### src/source/main_pkg.sv
package main_pkg;

    // Bus widths
    typedef logic [23:1] cpu_addr_t;    // 68000 word address, A0 is implied by the strobes
    typedef logic [15:0] word_t;
    typedef logic [17:1] rom_addr_t;    // 256 kB of program ROM
    typedef logic [7:0]  sel_t;         // One chip select per device

    // Address fields used by the memory map
    typedef logic [1:0]  page_t;        // A23..A22
    typedef logic [2:0]  subpage_t;     // A18..A16

    // Bit positions inside sel_t
    localparam int SEL_ROM  = 0;
    localparam int SEL_VRAM = 1;
    localparam int SEL_CHAR = 2;
    localparam int SEL_OBJ  = 3;
    localparam int SEL_PAL  = 4;
    localparam int SEL_IO   = 5;
    localparam int SEL_WDOG = 6;
    localparam int SEL_RAM  = 7;

    // Pages
    localparam page_t PAGE_ROM   = 2'd0;    // 00-3f
    localparam page_t PAGE_VIDEO = 2'd1;    // 40-7f
    localparam page_t PAGE_PAL   = 2'd2;    // 80-bf
    localparam page_t PAGE_SYS   = 2'd3;    // c0-ff

    // Sub-pages within a page
    localparam subpage_t SUB_VRAM = 3'd0;   // 40
    localparam subpage_t SUB_CHAR = 3'd1;   // 41
    localparam subpage_t SUB_OBJ  = 3'd4;   // 44
    localparam subpage_t SUB_PAL  = 3'd4;   // 84
    localparam subpage_t SUB_IO   = 3'd4;   // c4
    localparam subpage_t SUB_WDOG = 3'd6;   // c6
    localparam subpage_t SUB_RAM  = 3'd7;   // c7

    // Pulled-up data bus when nobody drives it
    localparam word_t OPEN_BUS = 16'hffff;

endpackage

### src/source/cpu_bus_if.sv
`timescale 1ns/100ps

interface cpu_bus_if;

    main_pkg::cpu_addr_t addr;
    logic                as_n;      // Address strobe
    logic                rnw;
    logic                uds_n;
    logic                lds_n;
    logic [2:0]          fc;        // Function code, all ones on interrupt ack
    logic                bgack_n;   // Another master owns the bus when low

    // Memory map decoding
    modport decode (
        input addr,
        input as_n,
        input rnw,
        input uds_n,
        input lds_n,
        input bgack_n
    );

    // Data acknowledge only follows the strobe
    modport ack (
        input as_n
    );

    // Autovector interrupt acknowledge
    modport irq (
        input as_n,
        input fc
    );

endinterface

### src/source/addr_decoder.sv
`timescale 1ns/100ps

module addr_decoder (
    input  logic                 clk,
    input  logic                 rst,
    cpu_bus_if.decode            bus,
    output main_pkg::sel_t       sel,
    output main_pkg::rom_addr_t  rom_addr,
    output logic                 uds_wn,
    output logic                 lds_wn
);

    main_pkg::page_t    page;
    main_pkg::subpage_t sub;
    main_pkg::sel_t     sel_d;
    logic               cycle_on;

    assign page     = bus.addr[23:22];
    assign sub      = bus.addr[18:16];
    assign cycle_on = !bus.as_n && bus.bgack_n;     // Our CPU owns an active cycle

    // Write strobes, low only on a write with the byte lane enabled
    assign uds_wn = bus.rnw | bus.uds_n;
    assign lds_wn = bus.rnw | bus.lds_n;

    always_comb begin
        sel_d = '0;
        if (cycle_on) begin
            sel_d[main_pkg::SEL_ROM]  = page == main_pkg::PAGE_ROM;
            sel_d[main_pkg::SEL_VRAM] = page == main_pkg::PAGE_VIDEO &&
                                        sub == main_pkg::SUB_VRAM;
            sel_d[main_pkg::SEL_CHAR] = page == main_pkg::PAGE_VIDEO &&
                                        sub == main_pkg::SUB_CHAR;
            sel_d[main_pkg::SEL_OBJ]  = page == main_pkg::PAGE_VIDEO &&
                                        sub == main_pkg::SUB_OBJ;
            sel_d[main_pkg::SEL_PAL]  = page == main_pkg::PAGE_PAL &&
                                        sub == main_pkg::SUB_PAL;
            // System page holds I/O, watchdog and work RAM
            sel_d[main_pkg::SEL_IO]   = page == main_pkg::PAGE_SYS &&
                                        sub == main_pkg::SUB_IO;
            sel_d[main_pkg::SEL_WDOG] = page == main_pkg::PAGE_SYS &&
                                        sub == main_pkg::SUB_WDOG;
            sel_d[main_pkg::SEL_RAM]  = page == main_pkg::PAGE_SYS &&
                                        sub == main_pkg::SUB_RAM;
        end
    end

    always_ff @(posedge clk, posedge rst) begin
        if (rst) begin
            sel <= '0;
        end else begin
            sel <= sel_d;   // Drops to zero as soon as the strobe is seen high
        end
    end

    // ROM address is kept between ROM cycles for the SDRAM controller
    always_ff @(posedge clk, posedge rst) begin
        if (rst) begin
            rom_addr <= '0;
        end else if (cycle_on && page == main_pkg::PAGE_ROM) begin
            rom_addr <= bus.addr[17:1];
        end
    end

endmodule

### src/source/dtack_gen.sv
`timescale 1ns/100ps

module dtack_gen (
    input  logic           clk,
    input  logic           rst,
    input  logic           cpu_cen,
    input  logic           cpu_cenb,
    cpu_bus_if.ack         bus,
    input  main_pkg::sel_t sel,
    input  logic           rom_ok,
    input  logic           ram_ok,
    output logic           dtack_n
);

    typedef enum logic [1:0] {IDLE, WAIT, ACK} state_t;

    state_t state;
    logic   bus_cs;
    logic   bus_busy;
    logic   ready;      // Select was up and idle on the previous clock

    // Devices that answer with real data, I/O and watchdog excluded
    assign bus_cs = sel[main_pkg::SEL_ROM]  | sel[main_pkg::SEL_VRAM] |
                    sel[main_pkg::SEL_CHAR] | sel[main_pkg::SEL_OBJ]  |
                    sel[main_pkg::SEL_PAL]  | sel[main_pkg::SEL_RAM];

    assign bus_busy = (sel[main_pkg::SEL_ROM] & ~rom_ok) |
                      ((sel[main_pkg::SEL_RAM] | sel[main_pkg::SEL_VRAM]) & ~ram_ok);

    always_ff @(posedge clk, posedge rst) begin
        if (rst) begin
            state   <= IDLE;
            ready   <= 1'b0;
            dtack_n <= 1'b1;
        end else begin
            ready <= bus_cs & ~bus_busy;
            case (state)
                IDLE: begin
                    dtack_n <= 1'b1;
                    if (!bus.as_n) state <= WAIT;  // Selects settle on the next clock
                end
                WAIT: begin
                    if (bus.as_n) begin
                        if (cpu_cen) state <= IDLE;    // Aborted cycle
                    end else if (cpu_cenb && (!bus_cs || (ready && !bus_busy))) begin
                        dtack_n <= 1'b0;
                        state   <= ACK;
                    end
                end
                ACK: begin
                    if (bus.as_n) begin
                        dtack_n <= 1'b1;
                        state   <= IDLE;
                    end
                end
                default: state <= IDLE;
            endcase
        end
    end

endmodule

### src/source/main_glue.sv
`timescale 1ns/100ps

module main_glue #(
    parameter int LINE_W      = 9,
    parameter int VBLANK_LINE = 223
) (
    input  logic                clk,
    input  logic                rst,
    input  logic                cpu_cen,
    input  logic                cpu_cenb,
    input  main_pkg::cpu_addr_t addr,
    input  logic                as_n,
    input  logic                rnw,
    input  logic                uds_n,
    input  logic                lds_n,
    input  logic                bgack_n,
    input  logic [2:0]          fc,
    output main_pkg::word_t     cpu_din,
    output logic                dtack_n,
    output logic                ipl2_n,
    output logic                vpa_n,
    output logic                uds_wn,
    output logic                lds_wn,
    input  logic [LINE_W-1:0]   vdump,
    input  logic                hstart,
    output logic                rom_cs,
    output logic                vram_cs,
    output logic                char_cs,
    output logic                objram_cs,
    output logic                pal_cs,
    output logic                io_cs,
    output logic                wdog_cs,
    output logic                ram_cs,
    output main_pkg::rom_addr_t rom_addr,
    input  main_pkg::word_t     rom_data,
    input  main_pkg::word_t     ram_data,
    input  main_pkg::word_t     char_dout,
    input  main_pkg::word_t     pal_dout,
    input  main_pkg::word_t     obj_dout,
    input  logic                rom_ok,
    input  logic                ram_ok
);

    main_pkg::sel_t sel;

    cpu_bus_if bus ();

    assign bus.addr    = addr;
    assign bus.as_n    = as_n;
    assign bus.rnw     = rnw;
    assign bus.uds_n   = uds_n;
    assign bus.lds_n   = lds_n;
    assign bus.fc      = fc;
    assign bus.bgack_n = bgack_n;

    // Named chip selects for the board
    assign rom_cs    = sel[main_pkg::SEL_ROM];
    assign vram_cs   = sel[main_pkg::SEL_VRAM];
    assign char_cs   = sel[main_pkg::SEL_CHAR];
    assign objram_cs = sel[main_pkg::SEL_OBJ];
    assign pal_cs    = sel[main_pkg::SEL_PAL];
    assign io_cs     = sel[main_pkg::SEL_IO];
    assign wdog_cs   = sel[main_pkg::SEL_WDOG];
    assign ram_cs    = sel[main_pkg::SEL_RAM];

    addr_decoder u_decoder (
        .clk      (clk),
        .rst      (rst),
        .bus      (bus.decode),
        .sel      (sel),
        .rom_addr (rom_addr),
        .uds_wn   (uds_wn),
        .lds_wn   (lds_wn)
    );

    read_mux u_mux (
        .clk       (clk),
        .rst       (rst),
        .sel       (sel),
        .ram_data  (ram_data),
        .rom_data  (rom_data),
        .char_dout (char_dout),
        .pal_dout  (pal_dout),
        .obj_dout  (obj_dout),
        .cpu_din   (cpu_din)
    );

    dtack_gen u_dtack (
        .clk      (clk),
        .rst      (rst),
        .cpu_cen  (cpu_cen),
        .cpu_cenb (cpu_cenb),
        .bus      (bus.ack),
        .sel      (sel),
        .rom_ok   (rom_ok),
        .ram_ok   (ram_ok),
        .dtack_n  (dtack_n)
    );

    vblank_irq #(
        .LINE_W      (LINE_W),
        .VBLANK_LINE (VBLANK_LINE)
    ) u_irq (
        .clk    (clk),
        .rst    (rst),
        .vdump  (vdump),
        .hstart (hstart),
        .bus    (bus.irq),
        .ipl2_n (ipl2_n),
        .vpa_n  (vpa_n)
    );

endmodule

### src/source/read_mux.sv
`timescale 1ns/100ps

module read_mux (
    input  logic            clk,
    input  logic            rst,
    input  main_pkg::sel_t  sel,
    input  main_pkg::word_t ram_data,   // Shared by work RAM and VRAM
    input  main_pkg::word_t rom_data,
    input  main_pkg::word_t char_dout,
    input  main_pkg::word_t pal_dout,
    input  main_pkg::word_t obj_dout,
    output main_pkg::word_t cpu_din
);

    logic ram_rd;

    assign ram_rd = sel[main_pkg::SEL_RAM] | sel[main_pkg::SEL_VRAM];

    // Priority order matters only if two selects ever overlap
    always_ff @(posedge clk, posedge rst) begin
        if (rst) begin
            cpu_din <= main_pkg::OPEN_BUS;
        end else begin
            if (ram_rd) begin
                cpu_din <= ram_data;
            end else if (sel[main_pkg::SEL_ROM]) begin
                cpu_din <= rom_data;
            end else if (sel[main_pkg::SEL_CHAR]) begin
                cpu_din <= char_dout;
            end else if (sel[main_pkg::SEL_PAL]) begin
                cpu_din <= pal_dout;
            end else if (sel[main_pkg::SEL_OBJ]) begin
                cpu_din <= obj_dout;
            end else begin
                cpu_din <= main_pkg::OPEN_BUS;     // I/O, watchdog, unmapped
            end
        end
    end

endmodule

### src/source/vblank_irq.sv
`timescale 1ns/100ps

module vblank_irq #(
    parameter int LINE_W      = 9,
    parameter int VBLANK_LINE = 223
) (
    input  logic              clk,
    input  logic              rst,
    input  logic [LINE_W-1:0] vdump,
    input  logic              hstart,
    cpu_bus_if.irq            bus,
    output logic              ipl2_n,
    output logic              vpa_n
);

    logic last_hstart;
    logic inta;
    logic line_start;

    // Autovector acknowledge, FC=7 with the strobe down
    assign inta  = &bus.fc & ~bus.as_n;
    assign vpa_n = ~inta;

    assign line_start = hstart & ~last_hstart;

    always_ff @(posedge clk, posedge rst) begin
        if (rst) begin
            last_hstart <= 1'b0;
            ipl2_n      <= 1'b1;
        end else begin
            last_hstart <= hstart;
            if (inta) begin
                ipl2_n <= 1'b1;     // Ack wins over a request in the same clock
            end else if (line_start && vdump == LINE_W'(VBLANK_LINE)) begin
                ipl2_n <= 1'b0;
            end
        end
    end

endmodule
### config.mk
export PLATFORM = sky130hd
export DESIGN_NAME = main_glue
export DESIGN_NICKNAME = d
export VERILOG_FILES = /design/src/source/main_pkg.sv /design/src/source/cpu_bus_if.sv /design/src/source/addr_decoder.sv /design/src/source/dtack_gen.sv /design/src/source/main_glue.sv /design/src/source/read_mux.sv /design/src/source/vblank_irq.sv
export SDC_FILE = /design/constraint.sdc
export NUM_CORES = 1
export LEC_CHECK = 0
export BUFFER_PORTS_ARGS = -buffer_cell sky130_fd_sc_hd__buf_2
export CAP_MARGIN = 25
export CORE_UTILIZATION = 42
export DETAILED_ROUTE_END_ITERATION = 10
export PLACE_DENSITY_LB_ADDON = 0.2
export SLEW_MARGIN = 10
export SYNTH_ARGS = -nofsm -noshare
export SYNTH_HDL_FRONTEND = slang
export SYNTH_HIERARCHICAL = 1
export SYNTH_SLANG_ARGS = --single-unit
### constraint.sdc
create_clock -name clk -period 1.9 [get_ports clk]
set_input_delay 0.285 -clock clk [delete_from_list [all_inputs] [get_ports clk]]
set_output_delay 0.285 -clock clk [all_outputs]
set_load 0.02 [all_outputs]
======== After elaboration in Yosys (flattened, before gate mapping) ========
Cells that the tools add are included.
word-level totals
  register bits after elaboration ......... 47
  bits of input ports ..................... 127
  output and inout bits ................... 46
  logic and storage cells ................. 86
cells by class
  equal/unequal tests ..................... 16
  mux-type cells .......................... 18
  bitwise logic cells ..................... 20
  reduce and logical (&&, ||, !) cells .... 24
operators with widths
  operator              number
  $mux W16              5
  $logic_and A1 B1 Y1   12
  $mux W2               5
  $eq A3 B3 Y1 const B  3
  $eq A9 B8 Y1 const B  1
  $or A1 B1 Y1          9
  $mux W8               1
  $reduce_and A4 Y1     2
  $eq A2 B2 Y1 const B  3
  $ne A2 B2 Y1 const B  3
  $not A1 Y1            6
  $pmux W2 S3           1
  $and A1 B1 Y1         5
  $mux W1               5
  $eq A2 B1 Y1 const B  2
  $logic_not A2 Y1      2
  $eq A3 B1 Y1 const B  1
  $logic_not A1 Y1      3
  $logic_not A3 Y1      1
  $ne A3 B2 Y1 const B  1
  $ne A3 B3 Y1 const B  1
  $pmux W1 S3           1
  $reduce_and A3 Y1     1
  $reduce_bool A3 Y1    1
  other kinds (3)       3

======== Longest topological paths before layout ========
Gate-level depths: netlist (run 1).
  word-level depth ........................ 11
  gate-level depth with buffers ........... 5
  gate-level depth less buffers ........... 4

======== By module ========
The synthesis (run 1) kept the hierarchy.
modules (own cells, without submodules)
  module        times used  cells an instance  area an instance (um^2)  sequential area each (um^2)
  read_mux      1           144                1303.8                   420.4
  addr_decoder  1           62                 958.4                    625.6
  dtack_gen     1           24                 226.5                    101.3
  vblank_irq    1           9                  100.1                    51.3

======== Worst setup path after synthesis (run 1) ========
No wires, ideal clock.
  path type ............................... reg-to-reg
  start point ............................. register u_decoder.sel[0]
  end point ............................... register u_mux.cpu_din[10]
  library setup time ...................... 0.103 ns
  arrival time ............................ 1.383 ns
  required time ........................... 1.797 ns
  slack ................................... 0.414 ns
  stages on the path, launching flop included .. 6
  path buffers ............................ 2
  period minus slack after synthesis ...... 1.486 ns
  cells stage by stage .................... dfrtp_1 or3_1 buf_6 buf_6 a21oi_2 a221oi_2
between the ends
  word-level cells in the longest chain between the ends .. 2
RTL lines
  element                 line                RTL
  start, declared         addr_decoder.sv:7   output main_pkg::sel_t sel,
  start signal, assigned  addr_decoder.sv:52  sel <= sel_d;
  $mux W16                read_mux.sv:26      end else if (sel[main_pkg::SEL_ROM]) begin
  $mux W16                read_mux.sv:24      if (ram_rd) begin
  end signal, assigned    read_mux.sv:25      cpu_din <= ram_data;
  end signal, assigned    read_mux.sv:27      cpu_din <= rom_data;
  end signal, assigned    read_mux.sv:29      cpu_din <= char_dout;
  end, declared           read_mux.sv:12      output main_pkg::word_t cpu_din
No other way between the ends.
A chain may end at the register's enable or synchronous reset.

======== Worst setup path after layout (run 1) ========
  start point ............................. register u_decoder.sel[0]
  end point ............................... register u_mux.cpu_din[3]
The elaborated chain is that of the path after synthesis.

==> results of run 1 <==
-- cells in the final DEF (no fill, tap or decap), types with 2 or more instances in the layout --
master and n:
dfrtp_1 29, clkbuf_8 6, nor3_1 2, or2_2 2, a221oi_2 14, nand4b_1 3
nor2b_1 16, inv_2 14, nor2_1 37, buf_4 6, buf_12 2, nor4_1 3
a221o_1 15, a21oi_2 10, nand3_1 3, a21oi_1 10, a221oi_1 2, mux2_2 17
nand3b_1 2, nand2b_1 4, buf_2 169, inv_1 8, dfstp_2 18
-- sequential cells by signal (all words and copies together) (netlist names) --
signal / flops
u_decoder/rom_addr: 17
u_mux/cpu_din: 16
u_decoder/sel: 8
u_dtack/state: 2
u_dtack/dtack_n: 1
u_dtack/ready: 1
u_irq/ipl2_n: 1
u_irq/last_hstart: 1
-- where the power goes --
| part | internal (W) | switching, W | total, W |
|---|---|---|---|
| Sequential | 0.00112 | 0.0000508 | 0.00117 |
| Clock | 0.000433 | 0.000347 | 0.000780 |
| Combinational | 0.000271 | 0.000313 | 0.000584 |
| Total | 0.00182 | 0.000710 | 0.00253 |
-- layout make-up --
type / count / area (µm²)
fillers: 519 / 2260
multi-input cells: 156 / 1220
flip-flops and latches: 47 / 1200
repair buffers: 178 / 941
well taps: 75 / 93.8
clock buffers: 6 / 82.6
inverters: 22 / 82.6
clock inverters: 2 / 38.8
-- metrics by stage --
| stage | utilization | std cells | setup WS [ns] | power [W] |
|---|---|---|---|---|
| 2_1_floorplan | - | 239 | 0.414 | 0.00150 |
| 3_3_place_gp | 0.596 | 477 | 0.423 | 0.00176 |
| 3_5_place_dp | 0.596 | 477 | 0.410 | 0.00177 |
| 4_1_cts | 0.618 | 486 | 0.399 | 0.00257 |
| 5_1_grt | 0.618 | 486 | 0.267 | 0.00267 |
| 6_report | 0.618 | 486 | 0.409 | 0.00253 |
-- routing by layer --
metal | vias up | GRT usage | share of wire | wire length, µm
met1 | 1165 | 0.251 | 0.42 | 2850
met4 | 2 | 0.0714 | 0.010 | 68
met2 | 112 | 0.367 | 0.48 | 3250
met3 | 8 | 0.0500 | 0.084 | 568
li1 | 1200 | - | - | -
met5 | - | 0 | 0.0015 | 10
-- repair_timing --
action | 4_1_cts | 5_1_grt
endpoints found under the setup margin | 0 | 0
hold buffers | 1 | 0
hold endpoints to repair | 4 | 0
gates resized for setup | 0 | 0
-- cell families after synthesis --
family,after synthesis,share of synthesized area
flip-flops,47,0.463
buffers and inverters,36,0.0677
AND/OR/NAND/NOR,82,0.177
AO/OA/AOI/OAI,57,0.218
multiplexers,17,0.0739
-- final timing paths --
check                                         endpoint                        from
hold / removal             u_irq/last_hstart$_DFF_PP0_                      hstart
setup / recovery            u_mux/cpu_din[3]$_DFF_PP1_  u_decoder/sel[0]$_DFF_PP0_
hold reg to reg               u_irq/ipl2_n$_DFFE_PP1P_    u_irq/ipl2_n$_DFFE_PP1P_
min in group asynchronous  u_irq/last_hstart$_DFF_PP0_                         rst
setup reg to reg            u_mux/cpu_din[3]$_DFF_PP1_  u_decoder/sel[0]$_DFF_PP0_
max in group asynchronous   u_mux/cpu_din[6]$_DFF_PP1_                         rst
==> qor.csv, run 1 <==
stage,metric,value,unit
outcome,outcome,completed,
floorplan,fp.dieArea,6480,µm²
floorplan,die_width,80.5,µm
timing,tns,0,ns
floorplan,ioPinCount,173,
critical_path,crit_family,flip-flops,
logic_synthesis,synth_seq_cells,47,
timing,finalHoldViolations,0,
critical_path,worstSetupPathType,flip-flop to flip-flop,
timing,worst_pin_slew,0.677,ns
logic_synthesis,synth_cell_types,37,
critical_path,cp-start-kind,flip-flop,
placed_design,place_area,3530,µm²
logic_synthesis,synth_seq_area_share,0.463,
logic_synthesis,synth_commonest_cells,"nor2_1, dfrtp_1, dfstp_2, mux2_2, nor2b_1",
clock_tree,root_buffer,clkbuf_8,
detailed_routing,first_pass_iters,4,
clock_tree,clock_latency,0.30,ns
timing,relSlewSlack,0.548,
grt,grt_start_max_net_pins,35,
detailed_routing,viasPerCell,5.12,
logic_synthesis,yosys_warnings,6,
grt,grt.total_usage,0.210,
logic_synthesis,ys.flop_type,dfrtp_1,
grt,grt_pass1_wl,10500,µm
grt,antenna_found_initial,1,
logic_synthesis,synth_area_leaders,"dfrtp_1, dfstp_2, a221oi_2, mux2_2, a221o_1",
critical_path,cp-end-kind,flip-flop,
min_path,hold_path.class,input port to flip-flop,
min_path,holdPathStages,1,
layout,nNetsFinal,537,
timing,fin_crit_sh,0.785,
clock_tree,cts_tree,done,
power,power.leakage,1.82,nW
critical_path,slowest_stage,dfrtp_1,
layout,drive_above_1_share,0.647,
detailed_routing,post-route-drc-count,0,
timing,maxSlewViolCount,0,
layout,area_growth_syn_to_layout,41.4,%
critical_path,arrival,1.72,ns
timing,worst_hold_slack,0.114,ns
floorplan,fp-row-count,28,
logic_synthesis,synth_top_area_cell,dfrtp_1,
timing,clock.fmax,671,MHz
logic_synthesis,synth_top_area_frac,0.280,
clock_tree,numCtsBuffers,5,
clock_tree,path_clk_slew,0.09,ns
critical_path,path_max_fanout,16,
power,ir_worst_vdd,617,µV
floorplan,core_area,5920,µm²
detailed_routing,finalWirelength,6750,µm
critical_path,cp.required,2.13,ns
critical_path,cp.depth,4,
power,p_per_area,692,nW/µm²
logic_synthesis,async_flop_share,1.00,
detailed_routing,vias,2487,
critical_path,r2r_setup_slack,0.41,ns
timing,setup_viol,0,
logic_synthesis,synth_fp_nets,366,
logic_synthesis,synth_edf_count,0,
layout,diodes,0,
logic_synthesis,syn_avg_cell_area,10.8,µm²
timing,clock_skew,0.00462,ns
clock_tree,h-tree-depth,2,
critical_path,cp_num_buf_inv,1,
timing,min_period,1.49,ns
placed_design,dp_hpwl,4930,µm
detailed_routing,ant_nets,0,
critical_path,slowest_delay,0.50,ns
run,maxCapViolCount,0,
grt,grt.overflow.total,0,
timing,grt_setup_unrepaired,no,
detailed_routing,wire_per_inst,13.9,µm
layout,fin_area,3660,µm²
logic_synthesis,synth_area,2590,µm²
grt,grt_pass1_vias,2345,
clock_tree,max-clock-path-buffers,2,
floorplan,start_util,0.437,
detailed_routing,drt-initial-drc-count,89,
critical_path,r2r_cells,4,
placed_design,gp_congestion,0.748,
logic_synthesis,synthCells,239,
critical_path,crit_path_cell_trace,or3_1 > buf_4 > a21oi_1 > a221oi_2,
placed_design,io_buffers,169,
clock_tree,cts_setup_buffers,0,
floorplan,die_h,80.5,µm
clock_tree,cts_sinks,47,
logic_synthesis,synth.most_common_cell,nor2_1,
Note: power is estimated with default switching activity, not from simulation.
==> inputs of run 2 (changes only) <==
--- a/config.mk
+++ b/config.mk
@@ -7,7 +7,7 @@
 export LEC_CHECK = 0
 export BUFFER_PORTS_ARGS = -buffer_cell sky130_fd_sc_hd__buf_2
 export CAP_MARGIN = 25
-export CORE_UTILIZATION = 42
+export CORE_UTILIZATION = 38
 export DETAILED_ROUTE_END_ITERATION = 10
 export PLACE_DENSITY_LB_ADDON = 0.2
 export SLEW_MARGIN = 10
==> constraint.sdc (replaced) <==
create_clock -name clk -period 1.25 [get_ports clk]
set_input_delay 0.1875 -clock clk [delete_from_list [all_inputs] [get_ports clk]]
set_output_delay 0.1875 -clock clk [all_outputs]
set_load 0.02 [all_outputs]
==> run 2 against run 1 <==
  * The flow now finishes with violations (design-rule violations, negative setup slack)
  * Flip-flop and latch count unchanged
  * Total power up 56%
  * Fmax rose by 10%
  * Final area increased by 11%
  * Combinational power rose by 65%
  * Core utilization grew 0.90 points
  * Clock power up 55%
  * Clock-buffer cell count unchanged
  * Routed wire length grew 12%
  * Die area grew 10%
  * Clock skew increased by 0.0017 ns
  * Critical endpoint is now u_mux/cpu_din[15]$_DFF_PP1_
  * Largest power group unchanged
  * Highest routed layer unchanged
==> qor.csv, run 2 (same netlist as run 1, synthesis figures left out) <==
stage,metric,value,unit
timing,setup_viol,17,
grt,antenna_found_initial,1,
placed_design,gp_congestion,0.759,
detailed_routing,highest_layer,met5,
detailed_routing,met1Wirelength,2910,µm
critical_path,slowest_stage,dfrtp_2,
detailed_routing,post-route-drc-count,14,
critical_path,rr_startpoint,u_decoder/sel[3]$_DFF_PP0_,
layout,area_growth_syn_to_layout,56.5,%
power,ir_worst_vdd,695,µV
floorplan,fp.dieArea,7150,µm²
timing,setup_slack,-0.0995,ns
critical_path,r2r_cells,4,
placed_design,io_buffers,169,
timing,clock.fmax,741,MHz
layout,ff_latch_area,1210,µm²
critical_path,critical_path.startpoint,u_decoder/sel[3]$_DFF_PP0_,
grt,grt_pass1_vias,2791,
floorplan,die_h,84.5,µm
detailed_routing,ant_nets,0,
critical_path,cp-end-kind,flip-flop,
detailed_routing,vias,2608,
clock_tree,numCtsBuffers,5,
critical_path,r2r-end,u_mux/cpu_din[15]$_DFF_PP1_,
run,maxCapViolCount,0,
layout,largest_reg_flops,17,
detailed_routing,dr_wl_met3,722,µm
critical_path,r2r_setup_slack,-0.1,ns
timing,min_period,1.35,ns
layout,final_common_cell,buf_2,
detailed_routing,wl_met2,3850,µm
critical_path,slowest_delay,0.43,ns
power,power.leakage,2.01,nW
detailed_routing,wire_per_inst,14.6,µm
grt,grt_pass1_wl,12500,µm
critical_path,arrival,1.57,ns
layout,largest_register,u_decoder/rom_addr,
clock_tree,clock_latency,0.30,ns
min_path,hold_path.class,input port to flip-flop,
power,p_per_area,976,nW/µm²
critical_path,crit_path_cell_trace,buf_6 > buf_6 > a221o_1 > a221oi_2,
outcome,outcome,finished with violations,
clock_tree,cts_tree,done,
layout,nNetsFinal,565,
grt,grt.total_usage,0.220,
timing,worst_pin_slew,0.311,ns
detailed_routing,viasPerCell,5.05,
critical_path,path_max_fanout,3,
placed_design,place_area,3780,µm²
critical_path,cp-start-kind,flip-flop,
floorplan,ioPinCount,173,
clock_tree,path_clk_slew,0.09,ns
layout,diodes,0,
clock_tree,cts_sinks,47,
layout,fillCellCount,554,
critical_path,worstSetupPathType,flip-flop to flip-flop,
power,power.total,0.00395,W
detailed_routing,finalWirelength,7550,µm
critical_path,cp-endpoint,u_mux/cpu_din[15]$_DFF_PP1_,
floorplan,start_util,0.401,
detailed_routing,drt-initial-drc-count,131,
detailed_routing,first_pass_iters,7,
layout,layout_common_cells,"buf_2, nor2_1, dfrtp_1",
timing,relSlewSlack,0.792,
grt,grt_start_max_net_pins,26,
outcome,violations,"design-rule violations, negative setup slack",
critical_path,cp_num_buf_inv,2,
layout,drive_above_1_share,0.704,
layout,reg_top3,"u_decoder/rom_addr (17), u_mux/cpu_din (16), u_decoder/sel (8)",
floorplan,core_area,6460,µm²
critical_path,cp.required,1.47,ns
timing,fin_crit_sh,1.08,
critical_path,cp.depth,4,
clock_tree,max-clock-path-buffers,2,
critical_path,cpMostUsedCell,buf_6,
timing,clock_skew,0.00629,ns
clock_tree,root_buffer,clkbuf_8,
layout,fin_area,4050,µm²
timing,maxSlewViolCount,0,
timing,finalHoldViolations,0,
clock_tree,h-tree-depth,2,
critical_path,crit_family,compound AO/OA/AOI/OAI gates,
floorplan,fp-row-count,29,
floorplan,die_width,84.5,µm
grt,grt.overflow.total,0,
layout,multi_input_area,1290,µm²
placed_design,dp_hpwl,5740,µm
timing,grt_setup_unrepaired,yes,
run 2: cell types whose count changed in the layout (fill, tap and decap cells not counted), sizes merged:
cell / previous run / this run
buf: 177 / 204
dlygate4sd3: 1 / 2
run 2: layout make-up:
cell class                      instances  share of cell area
Tap cell                               77              0.0238
Clock buffer                            6              0.0204
Inverter                               22              0.0204
Sequential cell                        47               0.298
Clock inverter                          2             0.00958
Multi-Input combinational cell        156               0.319
Timing Repair Buffer                  206               0.310
run 2: per-layer routing:
layer	vias up	global-route usage
li1	1252	-
met1	1228	0.256
met3	6	0.0560
met4	2	0.0555
met5	-	0
met2	120	0.402
run 2: worst min path at each step:
stage / from / cells after the start / end / slack, ns
2_1_floorplan: rst / 1 / u_irq/last_hstart$_DFF_PP0_ / -0.07
3_3_place_gp: rst / 2 / u_irq/last_hstart$_DFF_PP0_ / 0.08
3_5_place_dp: rst / 2 / u_irq/last_hstart$_DFF_PP0_ / 0.08
4_1_cts: addr[17] / 2 / u_decoder/sel[2]$_DFF_PP0_ / 0.09
5_1_grt: addr[17] / 2 / u_decoder/sel[2]$_DFF_PP0_ / 0.10
6_report: addr[17] / 2 / u_decoder/sel[2]$_DFF_PP0_ / 0.1
run 2: repair_timing:
action | in CTS | in global routing
endpoints found under the hold margin | 32 | 0
pin swaps | 22 | 4
resized for setup | 20 | 5
setup buffers | 6 | 0
setup endpoints to repair | 21 | 23
hold buffers | 2 | 0
run 2: through the flow:
step / hold WS, ns / cells / setup WS (ns) / setup TNS, ns / utilization
after global placement: 0.0795 / 500 / -0.0904 / -1.81 / 0.585
after detailed placement: 0.0826 / 500 / -0.113 / -2.47 / 0.585
after global routing: 0.101 / 516 / -0.168 / -2.14 / 0.627
after CTS: 0.0850 / 516 / -0.104 / -0.894 / 0.625
after floorplan: -0.0720 / 239 / -0.115 / -2.17 / -
final: 0.0966 / 516 / -0.0995 / -0.832 / 0.627
run 2: worst register-to-register path, delay by kind of cell (launching register included):
kind,cells,cell delay [ns]
buffers and inverters,2,0.24
DFF,1,0.43
AOI/OAI and AO/OA,2,0.60
run 2: report_power, final:
group | leakage (nW) | switching (W) | internal, W
sequential | 0.545 | 0.0000811 | 0.00170
clock | 0.0618 | 0.000548 | 0.000659
combinational | 1.40 | 0.000491 | 0.000473
total | 2.01 | 0.00112 | 0.00283
